<file path="src/common/mem_map_pkg.sv">
package mem_map_pkg;

  // default memory geometry
  localparam int default_width    = 16;
  localparam int default_num_vbnk = 4;
  // one spare physical bank beyond the virtual ones
  localparam int default_num_pbnk = default_num_vbnk + 1;
  localparam int default_num_vrow = 16;
  // deliberately below the 64-word capacity
  localparam int default_num_addr = 60;

  localparam int pbank_bits = $clog2(default_num_pbnk);

  typedef logic [pbank_bits-1:0] pbank_t;

  // entries 0..num_vbnk-1 hold the physical bank of each virtual bank,
  // the top entry holds the row's free bank
  typedef pbank_t [default_num_pbnk-1:0] row_map_t;

  // virtual bank i in physical bank i, last bank free
  function automatic row_map_t identity_map();
    row_map_t m;
    for (int i = 0; i < default_num_pbnk; i++) begin
      m[i] = pbank_t'(i);
    end
    return m;
  endfunction

endpackage

</file>
<file path="src/bank_array/bank_array.sv">
`timescale 1ns/1ps

module bank_array #(
  parameter int width    = 16,
  parameter int num_vbnk = 4,
  parameter int num_vrow = 16,
  localparam int num_pbnk = num_vbnk + 1,
  localparam int row_bits = $clog2(num_vrow)
) (
  input  logic                               clk,
  input  logic                               rst,
  input  logic                               rd_req,
  input  mem_map_pkg::pbank_t                rd_pbank,
  input  logic [row_bits-1:0]                rd_row,
  input  logic                               wr_req,
  input  mem_map_pkg::pbank_t                wr_pbank,
  input  logic [row_bits-1:0]                wr_row,
  input  logic [width-1:0]                   wr_data,
  output logic                               rd_vld_q,
  output mem_map_pkg::pbank_t                rd_pbank_q,
  output logic [num_pbnk-1:0][width-1:0]     bank_dout
);

  for (genvar b = 0; b < num_pbnk; b++) begin : g_bank
    logic [width-1:0] mem [num_vrow];
    logic [width-1:0] dout_q;
    logic             bank_rd;
    logic             bank_wr;

    // at most one of these is set per bank and cycle
    assign bank_rd = rd_req && (rd_pbank == b);
    assign bank_wr = wr_req && (wr_pbank == b);

    always_ff @(posedge clk) begin
      if (bank_wr) begin
        mem[wr_row] <= wr_data;
      end
      if (bank_rd) begin
        dout_q <= mem[rd_row];
      end
    end

    assign bank_dout[b] = dout_q;
  end

  always_ff @(posedge clk) begin
    if (rst) begin
      rd_vld_q <= 1'b0;
    end else begin
      rd_vld_q <= rd_req;
    end
  end

  // bank index for the output select
  always_ff @(posedge clk) begin
    rd_pbank_q <= rd_pbank;
  end

endmodule

</file>
<file path="src/bank_map/map_table.sv">
`timescale 1ns/1ps

module map_table #(
  parameter int width    = 16,
  parameter int num_vbnk = 4,
  parameter int num_vrow = 16,
  localparam int vbank_bits = $clog2(num_vbnk),
  localparam int row_bits   = $clog2(num_vrow)
) (
  input  logic                   clk,
  input  logic                   rst,
  input  logic                   rd_req_in,
  input  logic [vbank_bits-1:0]  rd_vbank_in,
  input  logic [row_bits-1:0]    rd_row_in,
  input  logic                   wr_req_in,
  input  logic [vbank_bits-1:0]  wr_vbank_in,
  input  logic [row_bits-1:0]    wr_row_in,
  input  logic [width-1:0]       wr_data_in,
  input  logic                   map_upd_en,
  input  logic [row_bits-1:0]    map_upd_row,
  input  mem_map_pkg::row_map_t  map_upd_word,
  output logic                   rd_req,
  output logic [vbank_bits-1:0]  rd_vbank,
  output logic [row_bits-1:0]    rd_row,
  output logic                   wr_req,
  output logic [vbank_bits-1:0]  wr_vbank,
  output logic [row_bits-1:0]    wr_row,
  output logic [width-1:0]       wr_data,
  output mem_map_pkg::row_map_t  rd_map,
  output mem_map_pkg::row_map_t  wr_map
);

  import mem_map_pkg::*;

  row_map_t map_mem [num_vrow];
  row_map_t rd_lookup;
  row_map_t wr_lookup;
  logic     rd_fwd;
  logic     wr_fwd;

  // an update landing on the looked-up row wins over the stored word
  assign rd_fwd = map_upd_en && (map_upd_row == rd_row_in);
  assign wr_fwd = map_upd_en && (map_upd_row == wr_row_in);

  assign rd_lookup = rd_fwd ? map_upd_word : map_mem[rd_row_in];
  assign wr_lookup = wr_fwd ? map_upd_word : map_mem[wr_row_in];

  always_ff @(posedge clk) begin
    if (rst) begin
      for (int r = 0; r < num_vrow; r++) begin
        map_mem[r] <= identity_map();
      end
    end else if (map_upd_en) begin
      map_mem[map_upd_row] <= map_upd_word;
    end
  end

  always_ff @(posedge clk) begin
    if (rst) begin
      rd_req <= 1'b0;
      wr_req <= 1'b0;
    end else begin
      rd_req <= rd_req_in;
      wr_req <= wr_req_in;
    end
  end

  // request fields ride along with the lookup
  always_ff @(posedge clk) begin
    rd_vbank <= rd_vbank_in;
    rd_row   <= rd_row_in;
    wr_vbank <= wr_vbank_in;
    wr_row   <= wr_row_in;
    wr_data  <= wr_data_in;
    rd_map   <= rd_lookup;
    wr_map   <= wr_lookup;
  end

endmodule

</file>
<file path="src/bank_map/write_steer.sv">
`timescale 1ns/1ps

module write_steer #(
  parameter int num_vbnk = 4,
  parameter int num_vrow = 16,
  localparam int vbank_bits = $clog2(num_vbnk),
  localparam int row_bits   = $clog2(num_vrow)
) (
  input  logic                  rd_req,
  input  logic [vbank_bits-1:0] rd_vbank,
  input  logic                  wr_req,
  input  logic [vbank_bits-1:0] wr_vbank,
  input  logic [row_bits-1:0]   wr_row,
  input  mem_map_pkg::row_map_t rd_map,
  input  mem_map_pkg::row_map_t wr_map,
  output mem_map_pkg::pbank_t   rd_pbank,
  output mem_map_pkg::pbank_t   wr_pbank,
  output logic                  map_upd_en,
  output logic [row_bits-1:0]   map_upd_row,
  output mem_map_pkg::row_map_t map_upd_word
);

  import mem_map_pkg::*;

  pbank_t rd_mapped;
  pbank_t wr_mapped;
  pbank_t wr_free;
  logic   conflict;

  assign rd_mapped = rd_map[rd_vbank];
  assign wr_mapped = wr_map[wr_vbank];
  // the free entry sits right after the virtual bank entries
  assign wr_free   = wr_map[num_vbnk];

  // a single-port bank can't serve the read and the write together
  assign conflict = rd_req && wr_req && (rd_mapped == wr_mapped);

  assign rd_pbank = rd_mapped;
  assign wr_pbank = conflict ? wr_free : wr_mapped;

  assign map_upd_en  = conflict;
  assign map_upd_row = wr_row;

  // swap the written entry with the free entry
  always_comb begin
    map_upd_word = wr_map;
    map_upd_word[wr_vbank] = wr_free;
    map_upd_word[num_vbnk] = wr_mapped;
  end

endmodule

</file>
<file path="src/hdl/mem_1r1w_top.sv">
`timescale 1ns/1ps

module mem_1r1w_top #(
  parameter int width    = mem_map_pkg::default_width,
  parameter int num_addr = mem_map_pkg::default_num_addr,
  parameter int num_vbnk = mem_map_pkg::default_num_vbnk,
  parameter int num_vrow = mem_map_pkg::default_num_vrow,
  localparam int addr_bits = $clog2(num_vbnk * num_vrow)
) (
  input  logic                 clk,
  input  logic                 rst,
  input  logic                 read,
  input  logic [addr_bits-1:0] read_addr,
  input  logic                 write,
  input  logic [addr_bits-1:0] write_addr,
  input  logic [width-1:0]     write_data,
  output logic                 rd_vld,
  output logic [width-1:0]     rd_dout
);

  import mem_map_pkg::*;

  localparam int vbank_bits = $clog2(num_vbnk);
  localparam int row_bits   = $clog2(num_vrow);
  localparam int num_pbnk   = num_vbnk + 1;

  // s1, registered requests
  logic                  s1_rd_req;
  logic [vbank_bits-1:0] s1_rd_vbank;
  logic [row_bits-1:0]   s1_rd_row;
  logic                  s1_wr_req;
  logic [vbank_bits-1:0] s1_wr_vbank;
  logic [row_bits-1:0]   s1_wr_row;
  logic [width-1:0]      s1_wr_data;

  // s2, requests with their row maps
  logic                  s2_rd_req;
  logic [vbank_bits-1:0] s2_rd_vbank;
  logic [row_bits-1:0]   s2_rd_row;
  logic                  s2_wr_req;
  logic [vbank_bits-1:0] s2_wr_vbank;
  logic [row_bits-1:0]   s2_wr_row;
  logic [width-1:0]      s2_wr_data;
  row_map_t              s2_rd_map;
  row_map_t              s2_wr_map;

  pbank_t                rd_pbank;
  pbank_t                wr_pbank;
  logic                  map_upd_en;
  logic [row_bits-1:0]   map_upd_row;
  row_map_t              map_upd_word;

  // s3, bank outputs
  logic                           rd_vld_q;
  pbank_t                         rd_pbank_q;
  logic [num_pbnk-1:0][width-1:0] bank_dout;

  port_input #(
    .width(width), .num_addr(num_addr), .num_vbnk(num_vbnk), .num_vrow(num_vrow)
  ) u_port_input (
    .clk(clk), .rst(rst),
    .read(read), .read_addr(read_addr),
    .write(write), .write_addr(write_addr), .write_data(write_data),
    .rd_req(s1_rd_req), .rd_vbank(s1_rd_vbank), .rd_row(s1_rd_row),
    .wr_req(s1_wr_req), .wr_vbank(s1_wr_vbank), .wr_row(s1_wr_row),
    .wr_data(s1_wr_data)
  );

  map_table #(
    .width(width), .num_vbnk(num_vbnk), .num_vrow(num_vrow)
  ) u_map_table (
    .clk(clk), .rst(rst),
    .rd_req_in(s1_rd_req), .rd_vbank_in(s1_rd_vbank), .rd_row_in(s1_rd_row),
    .wr_req_in(s1_wr_req), .wr_vbank_in(s1_wr_vbank), .wr_row_in(s1_wr_row),
    .wr_data_in(s1_wr_data),
    .map_upd_en(map_upd_en), .map_upd_row(map_upd_row), .map_upd_word(map_upd_word),
    .rd_req(s2_rd_req), .rd_vbank(s2_rd_vbank), .rd_row(s2_rd_row),
    .wr_req(s2_wr_req), .wr_vbank(s2_wr_vbank), .wr_row(s2_wr_row),
    .wr_data(s2_wr_data), .rd_map(s2_rd_map), .wr_map(s2_wr_map)
  );

  write_steer #(
    .num_vbnk(num_vbnk), .num_vrow(num_vrow)
  ) u_write_steer (
    .rd_req(s2_rd_req), .rd_vbank(s2_rd_vbank),
    .wr_req(s2_wr_req), .wr_vbank(s2_wr_vbank), .wr_row(s2_wr_row),
    .rd_map(s2_rd_map), .wr_map(s2_wr_map),
    .rd_pbank(rd_pbank), .wr_pbank(wr_pbank),
    .map_upd_en(map_upd_en), .map_upd_row(map_upd_row), .map_upd_word(map_upd_word)
  );

  bank_array #(
    .width(width), .num_vbnk(num_vbnk), .num_vrow(num_vrow)
  ) u_bank_array (
    .clk(clk), .rst(rst),
    .rd_req(s2_rd_req), .rd_pbank(rd_pbank), .rd_row(s2_rd_row),
    .wr_req(s2_wr_req), .wr_pbank(wr_pbank), .wr_row(s2_wr_row), .wr_data(s2_wr_data),
    .rd_vld_q(rd_vld_q), .rd_pbank_q(rd_pbank_q), .bank_dout(bank_dout)
  );

  read_output #(
    .width(width), .num_vbnk(num_vbnk)
  ) u_read_output (
    .clk(clk), .rst(rst),
    .rd_vld_q(rd_vld_q), .rd_pbank_q(rd_pbank_q), .bank_dout(bank_dout),
    .rd_vld(rd_vld), .rd_dout(rd_dout)
  );

endmodule

</file>
<file path="src/hdl/port_input.sv">
`timescale 1ns/1ps

module port_input #(
  parameter int width    = 16,
  parameter int num_addr = 60,
  parameter int num_vbnk = 4,
  parameter int num_vrow = 16,
  localparam int addr_bits  = $clog2(num_vbnk * num_vrow),
  localparam int vbank_bits = $clog2(num_vbnk),
  localparam int row_bits   = $clog2(num_vrow)
) (
  input  logic                  clk,
  input  logic                  rst,
  input  logic                  read,
  input  logic [addr_bits-1:0]  read_addr,
  input  logic                  write,
  input  logic [addr_bits-1:0]  write_addr,
  input  logic [width-1:0]      write_data,
  output logic                  rd_req,
  output logic [vbank_bits-1:0] rd_vbank,
  output logic [row_bits-1:0]   rd_row,
  output logic                  wr_req,
  output logic [vbank_bits-1:0] wr_vbank,
  output logic [row_bits-1:0]   wr_row,
  output logic [width-1:0]      wr_data
);

  logic rd_in_range;
  logic wr_in_range;

  // addresses past the last word are dropped here
  assign rd_in_range = (read_addr < num_addr);
  assign wr_in_range = (write_addr < num_addr);

  always_ff @(posedge clk) begin
    if (rst) begin
      rd_req <= 1'b0;
      wr_req <= 1'b0;
    end else begin
      rd_req <= read && rd_in_range;
      wr_req <= write && wr_in_range;
    end
  end

  // low bits pick the virtual bank, the rest is the row
  always_ff @(posedge clk) begin
    rd_vbank <= read_addr[vbank_bits-1:0];
    rd_row   <= read_addr[vbank_bits +: row_bits];
    wr_vbank <= write_addr[vbank_bits-1:0];
    wr_row   <= write_addr[vbank_bits +: row_bits];
    wr_data  <= write_data;
  end

endmodule

</file>
<file path="src/hdl/read_output.sv">
`timescale 1ns/1ps

module read_output #(
  parameter int width    = 16,
  parameter int num_vbnk = 4,
  localparam int num_pbnk = num_vbnk + 1
) (
  input  logic                           clk,
  input  logic                           rst,
  input  logic                           rd_vld_q,
  input  mem_map_pkg::pbank_t            rd_pbank_q,
  input  logic [num_pbnk-1:0][width-1:0] bank_dout,
  output logic                           rd_vld,
  output logic [width-1:0]               rd_dout
);

  logic [width-1:0] sel_dout;

  // only the bank that served the read holds fresh data
  assign sel_dout = bank_dout[rd_pbank_q];

  always_ff @(posedge clk) begin
    if (rst) begin
      rd_vld <= 1'b0;
    end else begin
      rd_vld <= rd_vld_q;
    end
  end

  always_ff @(posedge clk) begin
    if (rd_vld_q) begin
      rd_dout <= sel_dout;
    end
  end

endmodule

</file>
<file path="config.mk">
export PLATFORM = sky130hd
export DESIGN_NAME = mem_1r1w_top
export DESIGN_NICKNAME = d
export VERILOG_FILES = /design/src/common/mem_map_pkg.sv /design/src/bank_array/bank_array.sv /design/src/bank_map/map_table.sv /design/src/bank_map/write_steer.sv /design/src/hdl/mem_1r1w_top.sv /design/src/hdl/port_input.sv /design/src/hdl/read_output.sv
export SDC_FILE = /design/constraint.sdc
export NUM_CORES = 1
export LEC_CHECK = 0
export ABC_AREA = 1
export CORE_MARGIN = 3
export CORE_UTILIZATION = 31
export DETAILED_ROUTE_END_ITERATION = 10
export DONT_BUFFER_PORTS = 1
export PLACE_DENSITY = 0.42
export SLEW_MARGIN = 0
export SYNTH_ARGS = -nofsm -noshare
export SYNTH_HDL_FRONTEND = slang
export SYNTH_SLANG_ARGS = --single-unit
</file>
<file path="constraint.sdc">
create_clock -name clk -period 8.45 [get_ports clk]
set_input_delay 2.535 -clock clk [delete_from_list [all_inputs] [get_ports clk]]
set_output_delay 2.535 -clock clk [all_outputs]
set_load 0.1 [all_outputs]
</file>
==> flow_metrics.env <==
export IMPL_drt_iter0_markers=4136
export IMPL_ys_seq_area_share_pct=71.7
export IMPL_fin_crit_ns=4.37
export IMPL_syn_inst=5432
export IMPL_drive_gt1_share_pct=11.4
export IMPL_hold_class="register to register"
export IMPL_worstPathArrival_ns=4.90
export IMPL_seqCellArea_um2=50500
export IMPL_postSynthAreaPerCell_um2=12.9
export IMPL_clock_latency_ns=0.86
export IMPL_initial_utilization_pct=31.2
export IMPL_drtPass1Iterations=6
export IMPL_hpwl_mm=128
export IMPL_drc=0
export IMPL_antenna_left=0
export IMPL_port_buffers=0
export IMPL_globalplace_congestion=0.841
export IMPL_hold_worst_slack_ns=0.324
export IMPL_core_area_um2=225000
export IMPL_slew_headroom_pct=15.3
export IMPL_tritoncts="done"
export IMPL_first_global_vias=40810
export IMPL_fp_dieW_um=482
export IMPL_status="finished clean"
export IMPL_synth_cell_types=32
export IMPL_crit_path_frequent_cell="nand2_1"
export IMPL_clockRootBuffer="clkbuf_16"
export IMPL_end_kind="register"
export IMPL_leakage_uw=0.0277
export IMPL_synthesis_nets=5464
export IMPL_tns_ns=0
export IMPL_grt_max_degree=159
export IMPL_critPathSlowestCell="nor2_4"
export IMPL_yosysWarnings=0
export IMPL_cap_violations=0
export IMPL_wl_per_cell_um=25.1
export IMPL_required_ns=8.98
export IMPL_via_per_inst=5.01
export IMPL_crit_fanout=28
export IMPL_rsz0062_at_grt="false"
export IMPL_finalMaxSlewViolations=0
export IMPL_fillers=21840
export IMPL_h_tree_depth=4
export IMPL_grt_pass1_wl_mm=307
export IMPL_post_route_period_util_pct=51.7
export IMPL_nets=5431
export IMPL_fmax_mhz=229
export IMPL_vdd_drop_max_uv=195
export IMPL_path_class="register to register"
export IMPL_drt_total_wl_mm=215
export IMPL_design_die_area_um2=232000
export IMPL_grt_overflow=0
export IMPL_cp_cell_sequence="inv_2 -> nand3_1 -> nand2_1 -> nor2_4 -> nand2_1 -> nand2_1 -> nor2_4 -> nand3_1 -> nand3_4 -> buf_4 -> nor3_2 -> buf_4"
export IMPL_clk_pin_slew_worst_paths_ns=0.06
export IMPL_std_cell_rows=174
export IMPL_vias=42869
export IMPL_fin_worst_skew_ns=0.0859
export IMPL_setup_viol=0
export IMPL_area_growth_pct=14.5
export IMPL_cts_sinks=1708
export IMPL_synth_seq_cells=1708
export IMPL_cp_start_kind="register"
export IMPL_powerDensity_nw_per_um2=234
export IMPL_max_stage_delay_ns=0.74
export IMPL_postCtsHoldBufs=0
export IMPL_grt_total_usage_pct=18.2
export IMPL_post_route_util_pct=35.7
export IMPL_worst_pin_slew_ns=1.27
export IMPL_post_cts_resized=0
export IMPL_io_pins=49
export IMPL_multi_input_area_um2=17000
export IMPL_antenna_found_initial=10
export IMPL_cts_buffers_inserted=193
export IMPL_die_h_um=482
export IMPL_hold_viol=0
export IMPL_syn_area_um2=70200
export IMPL_cts_buffer_depth=3
export IMPL_post_cts_setup_buffer_count=0
[synthesized netlist by cell type (all sizes together)]
library cell,count,area (µm²)
a21oi,493,2470
a221o,15,150
a31oi,2,12.5
a41oi,2,17.5
buf,82,468
clkbuf,306,1150
clkinv,3,11.3
dfxtp,92,1840
edfxtp,1616,48500
inv,475,1790
mux2i,326,3260
nand2,380,1440
nand3,124,621
nor2,311,1520
nor3,87,435
o211ai,342,2570
o21ai,731,3660
o22ai,37,231
xnor2,2,17.5
xor2,6,52.6
[path summary, 6_finish.rpt]
check / cells past startpoint / to / slack, ns / start
min: 0 / u_map_table.wr_data[13]$_DFF_P_ / 0.32 / u_port_input.wr_data[13]$_DFF_P_
min reg2reg: 0 / u_map_table.wr_data[13]$_DFF_P_ / 0.32 / u_port_input.wr_data[13]$_DFF_P_
max: 12 / u_bank_array.g_bank[1].mem[6][4]$_DFFE_PP_ / 4.08 / u_map_table.wr_vbank[0]$_DFF_P_
max reg2reg: 12 / u_bank_array.g_bank[1].mem[6][4]$_DFFE_PP_ / 4.08 / u_map_table.wr_vbank[0]$_DFF_P_
[layer usage]
layer | GRT usage [%] | vias to the layer above | routed length (µm)
li1 | - | 19853 | -
met3 | 2.43 | 265 | 9760
met2 | 27.6 | 1102 | 96700
met5 | 0 | - | 0
met4 | 5.18 | 0 | 5270
met1 | 27.1 | 21649 | 103000
[worst max-delay path, delay by kind of cell, from the launching register on]
kind / cells / cell delay, ns
simple gates: 9 / 2.44
buf+inv: 3 / 0.95
flops: 1 / 0.66
[logic make-up (layout without fill, tap and decap cells)]
kind of cell	after synthesis	count (layout)	share of synthesized area, %
AOI/OAI and AO/OA	1622	1622	13.0
xor gates and xnor gates	8	8	0.0998
buffers and inverters	866	990	4.86
DFF	1708	1708	71.7
muxes	326	326	4.65
other	0	4	0
and+or+nand+nor	902	902	5.73
[where the power goes]
part	total, µW	switching (µW)	internal (µW)
clock	8090	3470	4620
combinational	1230	950	277
sequential	9470	133	9330
total	18800	4550	14200
[through the flow]
step,worst slack [ns],std cells,instance area (µm²),total power [µW]
after CTS,4.01,8548,80400,19000
after global placement,3.76,8196,74300,10900
after detailed placement,3.69,8196,74300,10900
final,4.08,8552,80400,18800
after floorplan,4.55,5432,70200,10300
after global routing,3.78,8549,80400,19500
[cells in the final DEF (no fill, tap or decap), drive strengths merged]
| master | n |
|---|---|
| edfxtp | 1616 |
| o21ai | 731 |
| a21oi | 493 |
| inv | 477 |
| nand2 | 380 |
| o211ai | 342 |
| mux2i | 326 |
| nor2 | 311 |
| clkbuf | 252 |
| buf | 160 |
| nand3 | 124 |
| dfxtp | 92 |
| nor3 | 87 |
| clkinv | 87 |
| o22ai | 37 |
| a221o | 15 |
| bufinv | 12 |
| xor2 | 6 |
| diode | 4 |
| a31oi | 2 |
| xnor2 | 2 |
| a41oi | 2 |
| clkinvlp | 2 |
[flip-flops by register name, indices dropped and copies added (netlist names), 3 cells and up]
register / flops
u_port_input.wr_data: 16
u_map_table.rd_row: 4
u_port_input.wr_row: 4
u_bank_array.g_bank.dout_q: 80
u_map_table.rd_map: 12
u_map_table.map_mem: 240
u_map_table.wr_map: 15
u_port_input.rd_row: 4
u_bank_array.g_bank.mem: 1280
u_bank_array.rd_pbank_q: 3
u_map_table.wr_row: 4
u_read_output.rd_dout: 16
u_map_table.wr_data: 16
[area by class of cell]
type | instances | share of cell area (%)
inverters | 478 | 2.25
clock inverters | 100 | 1.27
diodes | 4 | 0.0124
clock buffers | 252 | 6.32
repair buffers | 160 | 1.60
flip-flops and latches | 1708 | 62.8
well taps | 2992 | 4.66
multi-input cells | 2858 | 21.1
Note: power is estimated with default switching activity, not from simulation.
